==> config.mk <==
export PLATFORM = sky130hd
export DESIGN_NAME = Stash
export DESIGN_NICKNAME = d
export VERILOG_FILES = /design/src/verilog/StashPkg.sv /design/src/verilog/StashSlotIf.sv /design/src/verilog/Stash.sv /design/src/verilog/StashAllocator.sv /design/src/verilog/StashControl.sv /design/src/verilog/StashEvictSelect.sv /design/src/verilog/StashSlot.sv
export SDC_FILE = /design/constraint.sdc
export NUM_CORES = 1
export LEC_CHECK = 0
export ABC_AREA = 1
export BUFFER_PORTS_ARGS = -buffer_cell sky130_fd_sc_hd__buf_4
export CORE_MARGIN = 1
export CORE_UTILIZATION = 35
export DETAILED_ROUTE_END_ITERATION = 10
export PLACE_DENSITY = 0.57
export SKIP_CTS_REPAIR_TIMING = 1
export SLEW_MARGIN = 20
export SYNTH_ARGS = -nofsm -noshare
export SYNTH_HDL_FRONTEND = slang
export SYNTH_SLANG_ARGS = --single-unit
==> constraint.sdc <==
create_clock -name Clock -period 3.4 [get_ports Clock]
set_input_delay 0.68 -clock Clock [delete_from_list [all_inputs] [get_ports Clock]]
set_output_delay 0.68 -clock Clock [all_outputs]
set_load 0.01 [all_outputs]
==> src/verilog/StashPkg.sv <==
/*
 * Sizes and types for the four-level Path ORAM stash, one block per bucket.
 * Leaf bit 0 picks the root-side branch. Physical address 0 marks a dummy.
 */
`default_nettype none

package StashPkg;

	// ----------------------------------------------------------
	// Tree and stash geometry
	// ----------------------------------------------------------

	// Bucket levels on a path, also blocks per path
	localparam int TreeLevels = 4;
	localparam int LevelWidth = 2;

	localparam int StashSlots = 8;
	localparam int SlotIndexWidth = 3;

	// Occupancy where almost-full rises
	localparam int AlmostFullMark = 6;

	// Block field widths
	localparam int LeafWidth = 4;
	localparam int PAddrWidth = 8;
	localparam int DataWidth = 16;

	// ----------------------------------------------------------
	// Types
	// ----------------------------------------------------------

	typedef logic [LeafWidth-1:0] leafT;
	typedef logic [PAddrWidth-1:0] pAddrT;
	typedef logic [DataWidth-1:0] dataT;
	typedef logic [LevelWidth-1:0] levelT;
	typedef logic [SlotIndexWidth-1:0] slotIndexT;

	// Controller phases
	typedef enum logic [1:0] {
		StIdle,
		StPathRead,
		StWriteback
	} stashStateT;

endpackage

`default_nettype wire

==> src/verilog/StashSlotIf.sv <==
/*
 * Per-slot link between a stash entry, the allocator and the eviction selector.
 * Load and Take are single-cycle pulses that never hit one slot together.
 */
`default_nettype none

interface StashSlotIf;

	// Stored block, owned by the slot
	logic Valid;
	StashPkg::pAddrT PAddr;
	StashPkg::leafT Leaf;
	StashPkg::dataT Data;

	// Write strobe and fill block from the allocator
	logic Load;
	StashPkg::pAddrT FillPAddr;
	StashPkg::leafT FillLeaf;
	StashPkg::dataT FillData;

	// Free strobe from the selector
	logic Take;

	modport Slot (
		input Load, Take, FillPAddr, FillLeaf, FillData,
		output Valid, PAddr, Leaf, Data
	);

	modport Fill (
		input Valid,
		output Load, FillPAddr, FillLeaf, FillData
	);

	modport Drain (
		input Valid, PAddr, Leaf, Data,
		output Take
	);

endinterface

`default_nettype wire
==> src/verilog/Stash.sv <==
/*
 * Path ORAM stash: eight slots, four-level path, one block per bucket.
 * No LLC return or evict ports and no position-map scan.
 */
`default_nettype none

module Stash (
	input wire Clock,
	input wire reset,
	input wire StashPkg::leafT AccessLeaf,
	input wire StashPkg::dataT WriteData,
	input wire StashPkg::pAddrT WritePAddr,
	input wire StashPkg::leafT WriteLeaf,
	input wire WriteInValid,
	input wire StartReadOperation,
	input wire ReadOutReady,
	output logic WriteInReady,
	output logic BlockWriteComplete,
	output StashPkg::dataT ReadData,
	output StashPkg::pAddrT ReadPAddr,
	output StashPkg::leafT ReadLeaf,
	output logic ReadOutValid,
	output logic BlockReadComplete,
	output logic StashAlmostFull,
	output logic StashOverflow
);

	logic pathReadActive;
	logic writebackActive;
	logic blockSent;
	StashPkg::levelT level;

	// One link per entry
	StashSlotIf slotIf[StashPkg::StashSlots] ();

	// ----------------------------------------------------------
	// Sequencing
	// ----------------------------------------------------------

	StashControl u_Control (
		.Clock(Clock),
		.reset(reset),
		.WriteInValid(WriteInValid),
		.WriteInReady(WriteInReady),
		.StartReadOperation(StartReadOperation),
		.BlockSent(blockSent),
		.PathReadActive(pathReadActive),
		.WritebackActive(writebackActive),
		.Level(level),
		.BlockWriteComplete(BlockWriteComplete),
		.ReadOutValid(ReadOutValid)
	);

	// ----------------------------------------------------------
	// Fill side, slot array, drain side
	// ----------------------------------------------------------

	StashAllocator u_Allocator (
		.Clock(Clock),
		.reset(reset),
		.PathReadActive(pathReadActive),
		.WritebackActive(writebackActive),
		.WriteData(WriteData),
		.WritePAddr(WritePAddr),
		.WriteLeaf(WriteLeaf),
		.WriteInValid(WriteInValid),
		.WriteInReady(WriteInReady),
		.StashAlmostFull(StashAlmostFull),
		.StashOverflow(StashOverflow),
		.Fill(slotIf)
	);

	for (genvar i = 0; i < StashPkg::StashSlots; i++) begin : gSlot
		StashSlot u_Slot (
			.Clock(Clock),
			.reset(reset),
			.Slot(slotIf[i])
		);
	end

	StashEvictSelect u_Select (
		.WritebackActive(writebackActive),
		.Level(level),
		.AccessLeaf(AccessLeaf),
		.ReadOutValid(ReadOutValid),
		.ReadOutReady(ReadOutReady),
		.ReadData(ReadData),
		.ReadPAddr(ReadPAddr),
		.ReadLeaf(ReadLeaf),
		.BlockReadComplete(BlockReadComplete),
		.BlockSent(blockSent),
		.Drain(slotIf)
	);

endmodule

`default_nettype wire

==> src/verilog/StashAllocator.sv <==
/*
 * Places accepted real blocks in the lowest free slot; dummies are accepted and dropped.
 * Overflow is sticky and clears only on reset.
 */
`default_nettype none

module StashAllocator (
	input wire Clock,
	input wire reset,
	input wire PathReadActive,
	input wire WritebackActive,
	input wire StashPkg::dataT WriteData,
	input wire StashPkg::pAddrT WritePAddr,
	input wire StashPkg::leafT WriteLeaf,
	input wire WriteInValid,
	output logic WriteInReady,
	output logic StashAlmostFull,
	output logic StashOverflow,
	StashSlotIf.Fill Fill[StashPkg::StashSlots]
);

	logic [StashPkg::StashSlots-1:0] validVec;
	logic [StashPkg::StashSlots-1:0] loadVec;
	logic [StashPkg::SlotIndexWidth:0] occupancy;
	StashPkg::slotIndexT freeIdx;
	logic anyFree;
	logic idle;
	logic realBlock;
	logic accept;

	// ----------------------------------------------------------
	// Slot fan-out
	// ----------------------------------------------------------

	for (genvar i = 0; i < StashPkg::StashSlots; i++) begin : gSlot
		assign validVec[i] = Fill[i].Valid;
		assign Fill[i].Load = loadVec[i];
		// Fill block is broadcast, Load picks the target
		assign Fill[i].FillPAddr = WritePAddr;
		assign Fill[i].FillLeaf = WriteLeaf;
		assign Fill[i].FillData = WriteData;
	end

	// ----------------------------------------------------------
	// Free slot search and handshake
	// ----------------------------------------------------------

	// Downward scan so the lowest free slot wins
	always_comb begin
		freeIdx = '0;
		for (int i = StashPkg::StashSlots - 1; i >= 0; i--) begin
			if (!validVec[i]) begin
				freeIdx = StashPkg::slotIndexT'(i);
			end
		end
	end

	assign anyFree = ~&validVec;
	assign idle = ~PathReadActive & ~WritebackActive;
	assign realBlock = (WritePAddr != '0);

	// Writes only land outside writeback
	assign WriteInReady = (idle | PathReadActive) & anyFree;
	assign accept = WriteInValid & WriteInReady;

	always_comb begin
		loadVec = '0;
		if (accept && realBlock) begin
			loadVec[freeIdx] = 1'b1;
		end
	end

	// ----------------------------------------------------------
	// Status
	// ----------------------------------------------------------

	always_comb begin
		occupancy = '0;
		for (int i = 0; i < StashPkg::StashSlots; i++) begin
			occupancy += {{StashPkg::SlotIndexWidth{1'b0}}, validVec[i]};
		end
	end

	assign StashAlmostFull =
		occupancy >= (StashPkg::SlotIndexWidth + 1)'(StashPkg::AlmostFullMark);

	// Real block offered with nowhere to go
	always_ff @(posedge Clock) begin
		if (reset) begin
			StashOverflow <= 1'b0;
		end else if (WriteInValid && realBlock && !anyFree) begin
			StashOverflow <= 1'b1;
		end
	end

endmodule

`default_nettype wire

==> src/verilog/StashControl.sv <==
/*
 * Access sequencer: idle, path read, then leaf-to-root writeback.
 * StartReadOperation is ignored outside path read.
 */
`default_nettype none

module StashControl (
	input wire Clock,
	input wire reset,
	input wire WriteInValid,
	input wire WriteInReady,
	input wire StartReadOperation,
	input wire BlockSent,
	output logic PathReadActive,
	output logic WritebackActive,
	output StashPkg::levelT Level,
	output logic BlockWriteComplete,
	output logic ReadOutValid
);

	StashPkg::stashStateT state;
	StashPkg::stashStateT stateNext;
	logic writeAccept;

	assign writeAccept = WriteInValid & WriteInReady;

	// ----------------------------------------------------------
	// State machine
	// ----------------------------------------------------------

	always_comb begin
		stateNext = state;
		case (state)
			StashPkg::StIdle:
				if (writeAccept) stateNext = StashPkg::StPathRead;
			StashPkg::StPathRead:
				if (StartReadOperation) stateNext = StashPkg::StWriteback;
			StashPkg::StWriteback:
				// Root bucket sent, access done
				if (BlockSent && Level == '0) stateNext = StashPkg::StIdle;
			default:
				stateNext = StashPkg::StIdle;
		endcase
	end

	always_ff @(posedge Clock) begin
		if (reset) begin
			state <= StashPkg::StIdle;
		end else begin
			state <= stateNext;
		end
	end

	// ----------------------------------------------------------
	// Writeback level counter
	// ----------------------------------------------------------

	// Starts at the leaf bucket, steps toward the root
	always_ff @(posedge Clock) begin
		if (reset) begin
			Level <= '0;
		end else if (state == StashPkg::StPathRead && StartReadOperation) begin
			Level <= StashPkg::levelT'(StashPkg::TreeLevels - 1);
		end else if (state == StashPkg::StWriteback && BlockSent) begin
			Level <= Level - 1'b1;
		end
	end

	// Phase levels and pulses
	assign PathReadActive = (state == StashPkg::StPathRead);
	assign WritebackActive = (state == StashPkg::StWriteback);
	assign ReadOutValid = WritebackActive;
	assign BlockWriteComplete = writeAccept;

endmodule

`default_nettype wire

==> src/verilog/StashEvictSelect.sv <==
/*
 * Picks the block for the current writeback bucket, lowest eligible slot first.
 * Sends a dummy (all zero) when no slot fits. Read fields are combinational.
 */
`default_nettype none

module StashEvictSelect (
	input wire WritebackActive,
	input wire StashPkg::levelT Level,
	input wire StashPkg::leafT AccessLeaf,
	input wire ReadOutValid,
	input wire ReadOutReady,
	output StashPkg::dataT ReadData,
	output StashPkg::pAddrT ReadPAddr,
	output StashPkg::leafT ReadLeaf,
	output logic BlockReadComplete,
	output logic BlockSent,
	StashSlotIf.Drain Drain[StashPkg::StashSlots]
);

	StashPkg::pAddrT slotPAddr[StashPkg::StashSlots];
	StashPkg::leafT slotLeaf[StashPkg::StashSlots];
	StashPkg::dataT slotData[StashPkg::StashSlots];
	logic [StashPkg::StashSlots-1:0] eligible;
	StashPkg::leafT levelMask;
	StashPkg::slotIndexT chosen;
	logic hit;
	logic handshake;

	// ----------------------------------------------------------
	// Eligibility per slot
	// ----------------------------------------------------------

	// Lowest Level bits must match, root level matches everything
	assign levelMask = ~({StashPkg::LeafWidth{1'b1}} << Level);

	assign handshake = WritebackActive & ReadOutValid & ReadOutReady;

	for (genvar i = 0; i < StashPkg::StashSlots; i++) begin : gSlot
		assign slotPAddr[i] = Drain[i].PAddr;
		assign slotLeaf[i] = Drain[i].Leaf;
		assign slotData[i] = Drain[i].Data;
		assign eligible[i] = WritebackActive & Drain[i].Valid &
			(((Drain[i].Leaf ^ AccessLeaf) & levelMask) == '0);
		// Freed at the edge after its handshake
		assign Drain[i].Take = handshake & hit & (chosen == StashPkg::slotIndexT'(i));
	end

	// ----------------------------------------------------------
	// Priority pick
	// ----------------------------------------------------------

	always_comb begin
		hit = 1'b0;
		chosen = '0;
		for (int i = StashPkg::StashSlots - 1; i >= 0; i--) begin
			if (eligible[i]) begin
				hit = 1'b1;
				chosen = StashPkg::slotIndexT'(i);
			end
		end
	end

	// Dummy block when nothing fits
	assign ReadPAddr = hit ? slotPAddr[chosen] : '0;
	assign ReadLeaf = hit ? slotLeaf[chosen] : '0;
	assign ReadData = hit ? slotData[chosen] : '0;

	// ----------------------------------------------------------
	// Completion
	// ----------------------------------------------------------

	assign BlockReadComplete = handshake;
	// Level step for the controller
	assign BlockSent = handshake;

endmodule

`default_nettype wire

==> src/verilog/StashSlot.sv <==
/*
 * One stash entry. The block is visible on the cycle after Load.
 * Only the valid bit is reset; the stored fields are undefined until filled.
 */
`default_nettype none

module StashSlot (
	input wire Clock,
	input wire reset,
	StashSlotIf.Slot Slot
);

	// ----------------------------------------------------------
	// Occupancy bit
	// ----------------------------------------------------------

	always_ff @(posedge Clock) begin
		if (reset) begin
			Slot.Valid <= 1'b0;
		end else if (Slot.Load) begin
			// New block from the path read
			Slot.Valid <= 1'b1;
		end else if (Slot.Take) begin
			// Block went out during writeback
			Slot.Valid <= 1'b0;
		end
	end

	// ----------------------------------------------------------
	// Block payload
	// ----------------------------------------------------------

	// Captured only on Load, holds through writeback
	always_ff @(posedge Clock) begin
		if (Slot.Load) begin
			Slot.PAddr <= Slot.FillPAddr;
			Slot.Leaf <= Slot.FillLeaf;
			Slot.Data <= Slot.FillData;
		end
	end

endmodule

`default_nettype wire

# --- Word-level counts from Yosys, hierarchy flattened ---
# Index checks and enable logic that the tools add are counted.
classes:
  bitwise: 50
  shifts: 1
  n_eq_ne: 12
  reduce_logical: 31
  n_mux: 61
  magnitude_cmp: 4
  addsub: 8
op_table:
  columns: ["op", "count"]
  rows:
  - ["binary-select mux 16 bit (select 3 bit)", 1]
  - ["2-to-1 mux 16 bit", 3]
  - ["2-to-1 mux 3 bit", 16]
  - ["bitwise AND 4 bit", 8]
  - ["logical NOT 4 bit", 8]
  - ["2-to-1 mux 8 bit", 4]
  - ["XOR 4 bit", 8]
  - ["bitwise AND 1 bit", 29]
  - ["2-to-1 mux 1 bit", 25]
  - ["adder 4 x 1 -> 4 bit", 6]
  - ["binary-select mux 8 bit (select 3 bit)", 1]
  - ["nonzero test 2 bit", 9]
  - ["binary-select mux 4 bit (select 3 bit)", 1]
  - ["== test 3 bit, second input constant", 4]
  - ["2-to-1 mux 4 bit", 3]
  - ["2-to-1 mux 2 bit", 5]
  - ["AND reduction 8 bit", 1]
  - ["nonzero test 8 bit", 1]
  - ["logical AND 1 bit", 7]
  - ["== test 3 x 2 -> 1 bit, second input constant", 2]
  - ["case mux 2 bit (3 select lines)", 1]
  - ["greater-or-equal comparator 4 x 3 -> 1 bit, second input constant", 1]
  - ["greater-or-equal comparator 4 bit, second input constant", 1]
  - ["logical NOT 2 bit", 2]
  - ["other kinds (18)", 20]
totals:
  input_bits: 37
  register_bits: 237
  elab_cells: 202
  output_inout_bits: 34

# --- Depth between registers and ports, before layout ---
logic_depth:
  ltp_word: 18
  mapped_depth: 21
  mapped_depth_nobuf: 20

# --- Hierarchy ---
# From an unflattened synthesis, not the netlist that was laid out.
hier_totals:
  hier_cells: 1258
  hier_area_um2: 12569.6
modules_own_cells:
  columns: ["mod", "seq_area_each_um2", "instances", "cells_per_inst", "area_each_um2"]
  rows:
  - ["StashSlot", 860.8, 8, 33, 880.8]
  - ["StashEvictSelect", 0.0, 1, 658, 3128.0]
  - ["StashAllocator", 20.0, 1, 303, 2173.3]
  - ["StashControl", 80.1, 1, 33, 221.5]

# --- Worst setup path after synthesis ---
# Ideal clock, no wire load.
synth_path:
  kind: "reg2out"
  from: "reg gSlot[1].u_Slot.Slot.Valid"
  to: "out StashAlmostFull"
  path_buffers: 0
  required_ps: 2720
  arrival_time_ps: 2846
  stages_incl_launch_ff: 10
  slack_ps: -126
  path_cell_list: "dfxtp_1 > ha_1 > inv_1 > fa_1 > fa_1 > inv_1 > fa_1 > inv_1 > fa_1 > o22ai_1"
synth_via:
  elab_chain_len: 8
synth_rtl:
  columns: ["element", "line_no", "source"]
  rows:
  - ["start: declaration", "StashSlotIf.sv:26", "output Valid, PAddr, Leaf, Data"]
  - ["start signal: assignment", "StashSlot.sv:19", "Slot.Valid <= 1'b0;"]
  - ["start signal: assignment", "StashSlot.sv:22", "Slot.Valid <= 1'b1;"]
  - ["start signal: assignment", "StashSlot.sv:25", "Slot.Valid <= 1'b0;"]
  - ["adder 1 x 1 -> 2 bit", "StashAllocator.sv:80", "occupancy += {{StashPkg::SlotIndexWidth{1'b0}}, validVec[i]};"]
  - ["adder 4 x 1 -> 4 bit (6 in a row)", "StashAllocator.sv:80", null]
  - ["greater-or-equal comparator 4 x 3 -> 1 bit", "StashAllocator.sv:85", "occupancy >= (StashPkg::SlotIndexWidth + 1)'(StashPkg::AlmostFullMark);"]
  - ["end: declaration", "Stash.sv:24", "output logic StashAlmostFull,"]
# No other way between the ends.

# --- Worst setup path in the final report ---
layout_path:
  from: "reg gSlot[0].u_Slot.Slot.Valid"
  to: "out StashAlmostFull"
layout_via:
  elab_chain_len: 8
layout_rtl:
  columns: ["element", "line_no"]
  rows:
  - ["start: declaration", "StashSlotIf.sv:26"]
  - ["start signal: assignment", "StashSlot.sv:19"]
  - ["start signal: assignment", "StashSlot.sv:22"]
  - ["start signal: assignment", "StashSlot.sv:25"]
  - ["adder 1 x 1 -> 2 bit", "StashAllocator.sv:80"]
  - ["adder 4 x 1 -> 4 bit (6 in a row)", "StashAllocator.sv:80"]
  - ["greater-or-equal comparator 4 x 3 -> 1 bit", "StashAllocator.sv:85"]
# No other way between the ends.

==> flow_metrics.env <==
export IMPL_status="finished with violations"
export IMPL_violations="setup timing"
export IMPL_ys_top_cells_by_area="edfxtp_1 (58%), inv_1 (8.4%), nand2_1 (8.3%), nand3_1 (6.9%), nand4_1 (2.9%)"
export IMPL_gp_congestion=0.8279
export IMPL_grt_pass1_wl_mm=45.53
export IMPL_syn_area_per_cell_sq_um=9.442
export IMPL_synthesis_nets=1264
export IMPL_ys_ff_latch=237
export IMPL_cts_tree="done"
export IMPL_ir_drop_mv=0.4264
export IMPL_dp_slack_ns=-0.1243
export IMPL_wirelength_mm=33.45
export IMPL_synth_warning_count=0
export IMPL_hp_class="in -> reg"
export IMPL_ant_nets=0
export IMPL_synth_top_cell_by_area="edfxtp_1"
export IMPL_ios=71
export IMPL_maxCapViolations=0
export IMPL_final_cell_mix="edfxtp_1 (224), inv_1 (222), nand2_1 (188)"
export IMPL_core_area_sq_um=32450
export IMPL_dp_hpwl_mm=17.49
export IMPL_p_leak_nw=6.862
export IMPL_worstPathRequired_ns=2.72
export IMPL_dieHeight_um=183.3
export IMPL_p_int_mw=5.156
export IMPL_setup_tns_ns=-4.003
export IMPL_syn_area_sq_um=11500
export IMPL_power_switching_mw=1.395
export IMPL_dr_first_iter_drc_count=649
export IMPL_finalInstanceArea_sq_um=15660
export IMPL_startpoint_type="flip-flop"
export IMPL_grt_pass1_vias=8235
export IMPL_clkPwrFrac_pct=43.9
export IMPL_path_max_fanout=2
export IMPL_num_vias=8996
export IMPL_num_rows=66
export IMPL_setup_viol=29
export IMPL_p_comb_share_pct=6.0
export IMPL_final_nets=1417
export IMPL_max_slew_margin_pct=53.24
export IMPL_clockBufferDepth=3
export IMPL_start_util_pct=35.43
export IMPL_worstPathArrival_ns=3.22
export IMPL_power_density_nw_per_um2=418.4
export IMPL_diodes=0
export IMPL_antenna_found_initial=0
export IMPL_port_buffers=69
export IMPL_dieArea_sq_um=33590
export IMPL_fmaxAchievable_ghz=0.2564
export IMPL_worstSkewPairLatency_ns=0.53
export IMPL_p_sw_share_pct=21.29
export IMPL_clkSinkCount=237
export IMPL_wl_per_cell_um=18.26
export IMPL_grt_max_degree=38
export IMPL_cts_buffers=27
export IMPL_overflow=0
export IMPL_tightest_slew_ns=0.6997
export IMPL_worst_setup_path_end_kind="primary output"
export IMPL_track_usage_pct=17.65
export IMPL_fin_crit_sh_pct=114.7
export IMPL_rsz0062_at_grt="yes"
export IMPL_layout_min_cycle_time_ns=3.900
export IMPL_power_mw=6.551
export IMPL_drc_errors=0
export IMPL_yosys_cell_types_count=33
export IMPL_place_area_sq_um=12830
export IMPL_skew_ns=0.01188
export IMPL_slew_viol_final=0
export IMPL_yosysSeqAreaShare_pct=60.76
export IMPL_area_growth_pct=36.15
export IMPL_crit_type="reg -> out"
export IMPL_yosysTopAreaCellShare_pct=58.49
export IMPL_seq_power_share_pct=50.1
export IMPL_cts_root_buf="clkbuf_16"
export IMPL_clk_pin_slew_ns=0.06
export IMPL_hold_violations=0
export IMPL_via_per_inst=4.910
export IMPL_synthCells=1218
export IMPL_drive_above_1_share_pct=31.15
export IMPL_timing_final_ws_setup_ns=-0.4998
export IMPL_die_w_um=183.3
export IMPL_final_common_cell="edfxtp_1"
export IMPL_drt_pass1_iterations=5
export IMPL_cts_htree_levels=1
## power groups by stage
stage                     registers [mW]  logic (mW)  clock network, mW
after floorplan                     3.34       0.165                  0
after global placement              3.33       0.324                  0
after detailed placement            3.34       0.330                  0
after CTS                           3.27       0.331               2.91
after global routing                3.28       0.435               3.03
final                               3.28       0.394               2.88
## final timing paths
| check | start | slack, ns | end | cells past startpoint |
|---|---|---|---|---|
| setup / recovery | gSlot[0].u_Slot.Slot.Valid | -0.50 | StashAlmostFull | 10 |
| hold / removal | WriteData[11] | 0.39 | gSlot[0].u_Slot.Slot.Data[11] | 1 |
| setup reg to reg | gSlot[4].u_Slot.Slot.Valid | 0.50 | gSlot[7].u_Slot.Slot.Data[7] | 8 |
| hold reg to reg | u_Allocator.StashOverflow | 0.47 | u_Allocator.StashOverflow | 2 |
## metrics by stage
step / hold slack (ns) / util (%) / cells
final: 0.3852 / 48.25 / 1832
after global routing: 0.3794 / 48.25 / 1832
after CTS: 0.3752 / 42.20 / 1770
after detailed placement: 0.4680 / 39.53 / 1722
after global placement: 0.4610 / 39.53 / 1722
after floorplan: 0.4498 / - / 1218
## registers in the layout (all words and copies together), names as in the netlist
signal                     cells
u_Control.Level                2
gSlot.u_Slot.Slot.Valid        8
gSlot.u_Slot.Slot.PAddr       64
gSlot.u_Slot.Slot.Data       128
gSlot.u_Slot.Slot.Leaf        32
u_Control.state                2
u_Allocator.StashOverflow      1
## cell families (layout without fill, tap and decap cells)
logic type      Yosys count  after routing  synth area share [%]
simple gates            608            608                 24.30
buf+inv                 328            500                 12.06
flops                   237            237                 60.76
compound gates           34             34                 1.502
fa+ha+maj                 9              9                 1.240
xor+xnor                  2              2                0.1524
## critical path: stages, from the launching register on
cell and delay [ns]:
dfxtp_2 0.33, ha_4 0.26, inv_2 0.03, fa_1 0.45, fa_1 0.53, inv_2 0.04, fa_2 0.34, inv_2 0.07
fa_2 0.42, o22ai_2 0.09, buf_4 0.13
## final cells by class
cell class,count,area [sq um]
Fill cell,2906,16800
Sequential cell,237,6994
Multi-Input combinational cell,653,3934
Timing Repair Buffer,184,2286
Inverter,268,1022
Clock buffer,33,698.2
Tap cell,442,553.0
Clock inverter,15,170.2
## layer usage
| layer | up-vias | GRT usage [%] | wire (um) |
|---|---|---|---|
| li1 | 4289 | - | - |
| met5 | - | 0 | 0 |
| met3 | 48 | 1.867 | 1571 |
| met2 | 240 | 31.22 | 16760 |
| met4 | 0 | 4.367 | 688 |
| met1 | 4419 | 23.06 | 14430 |
## cells in the mapped netlist
cell type / instances
nor3_1: 35
a21oi_1: 20
nor2_1: 68
inv_1: 256
nand3_2: 1
o21ai_0: 9
buf_6: 11
o21ai_1: 3
ha_1: 5
nand3b_1: 25
dfxtp_1: 13
inv_2: 10
a31oi_1: 1
nand4_1: 54
buf_1: 1
fa_1: 4
clkinv_1: 1
buf_4: 12
and2_1: 1
nor4_1: 2
edfxtp_1: 224
o22ai_1: 1
clkbuf_1: 15
nand3_1: 158
nor2_2: 3
nand2_2: 3
or2_1: 1
nand2_4: 1
nand2_1: 255
buf_2: 21
xor2_1: 2
or2_0: 1
clkinv_2: 1
No activity file was read; power rests on OpenSTA's default activity.
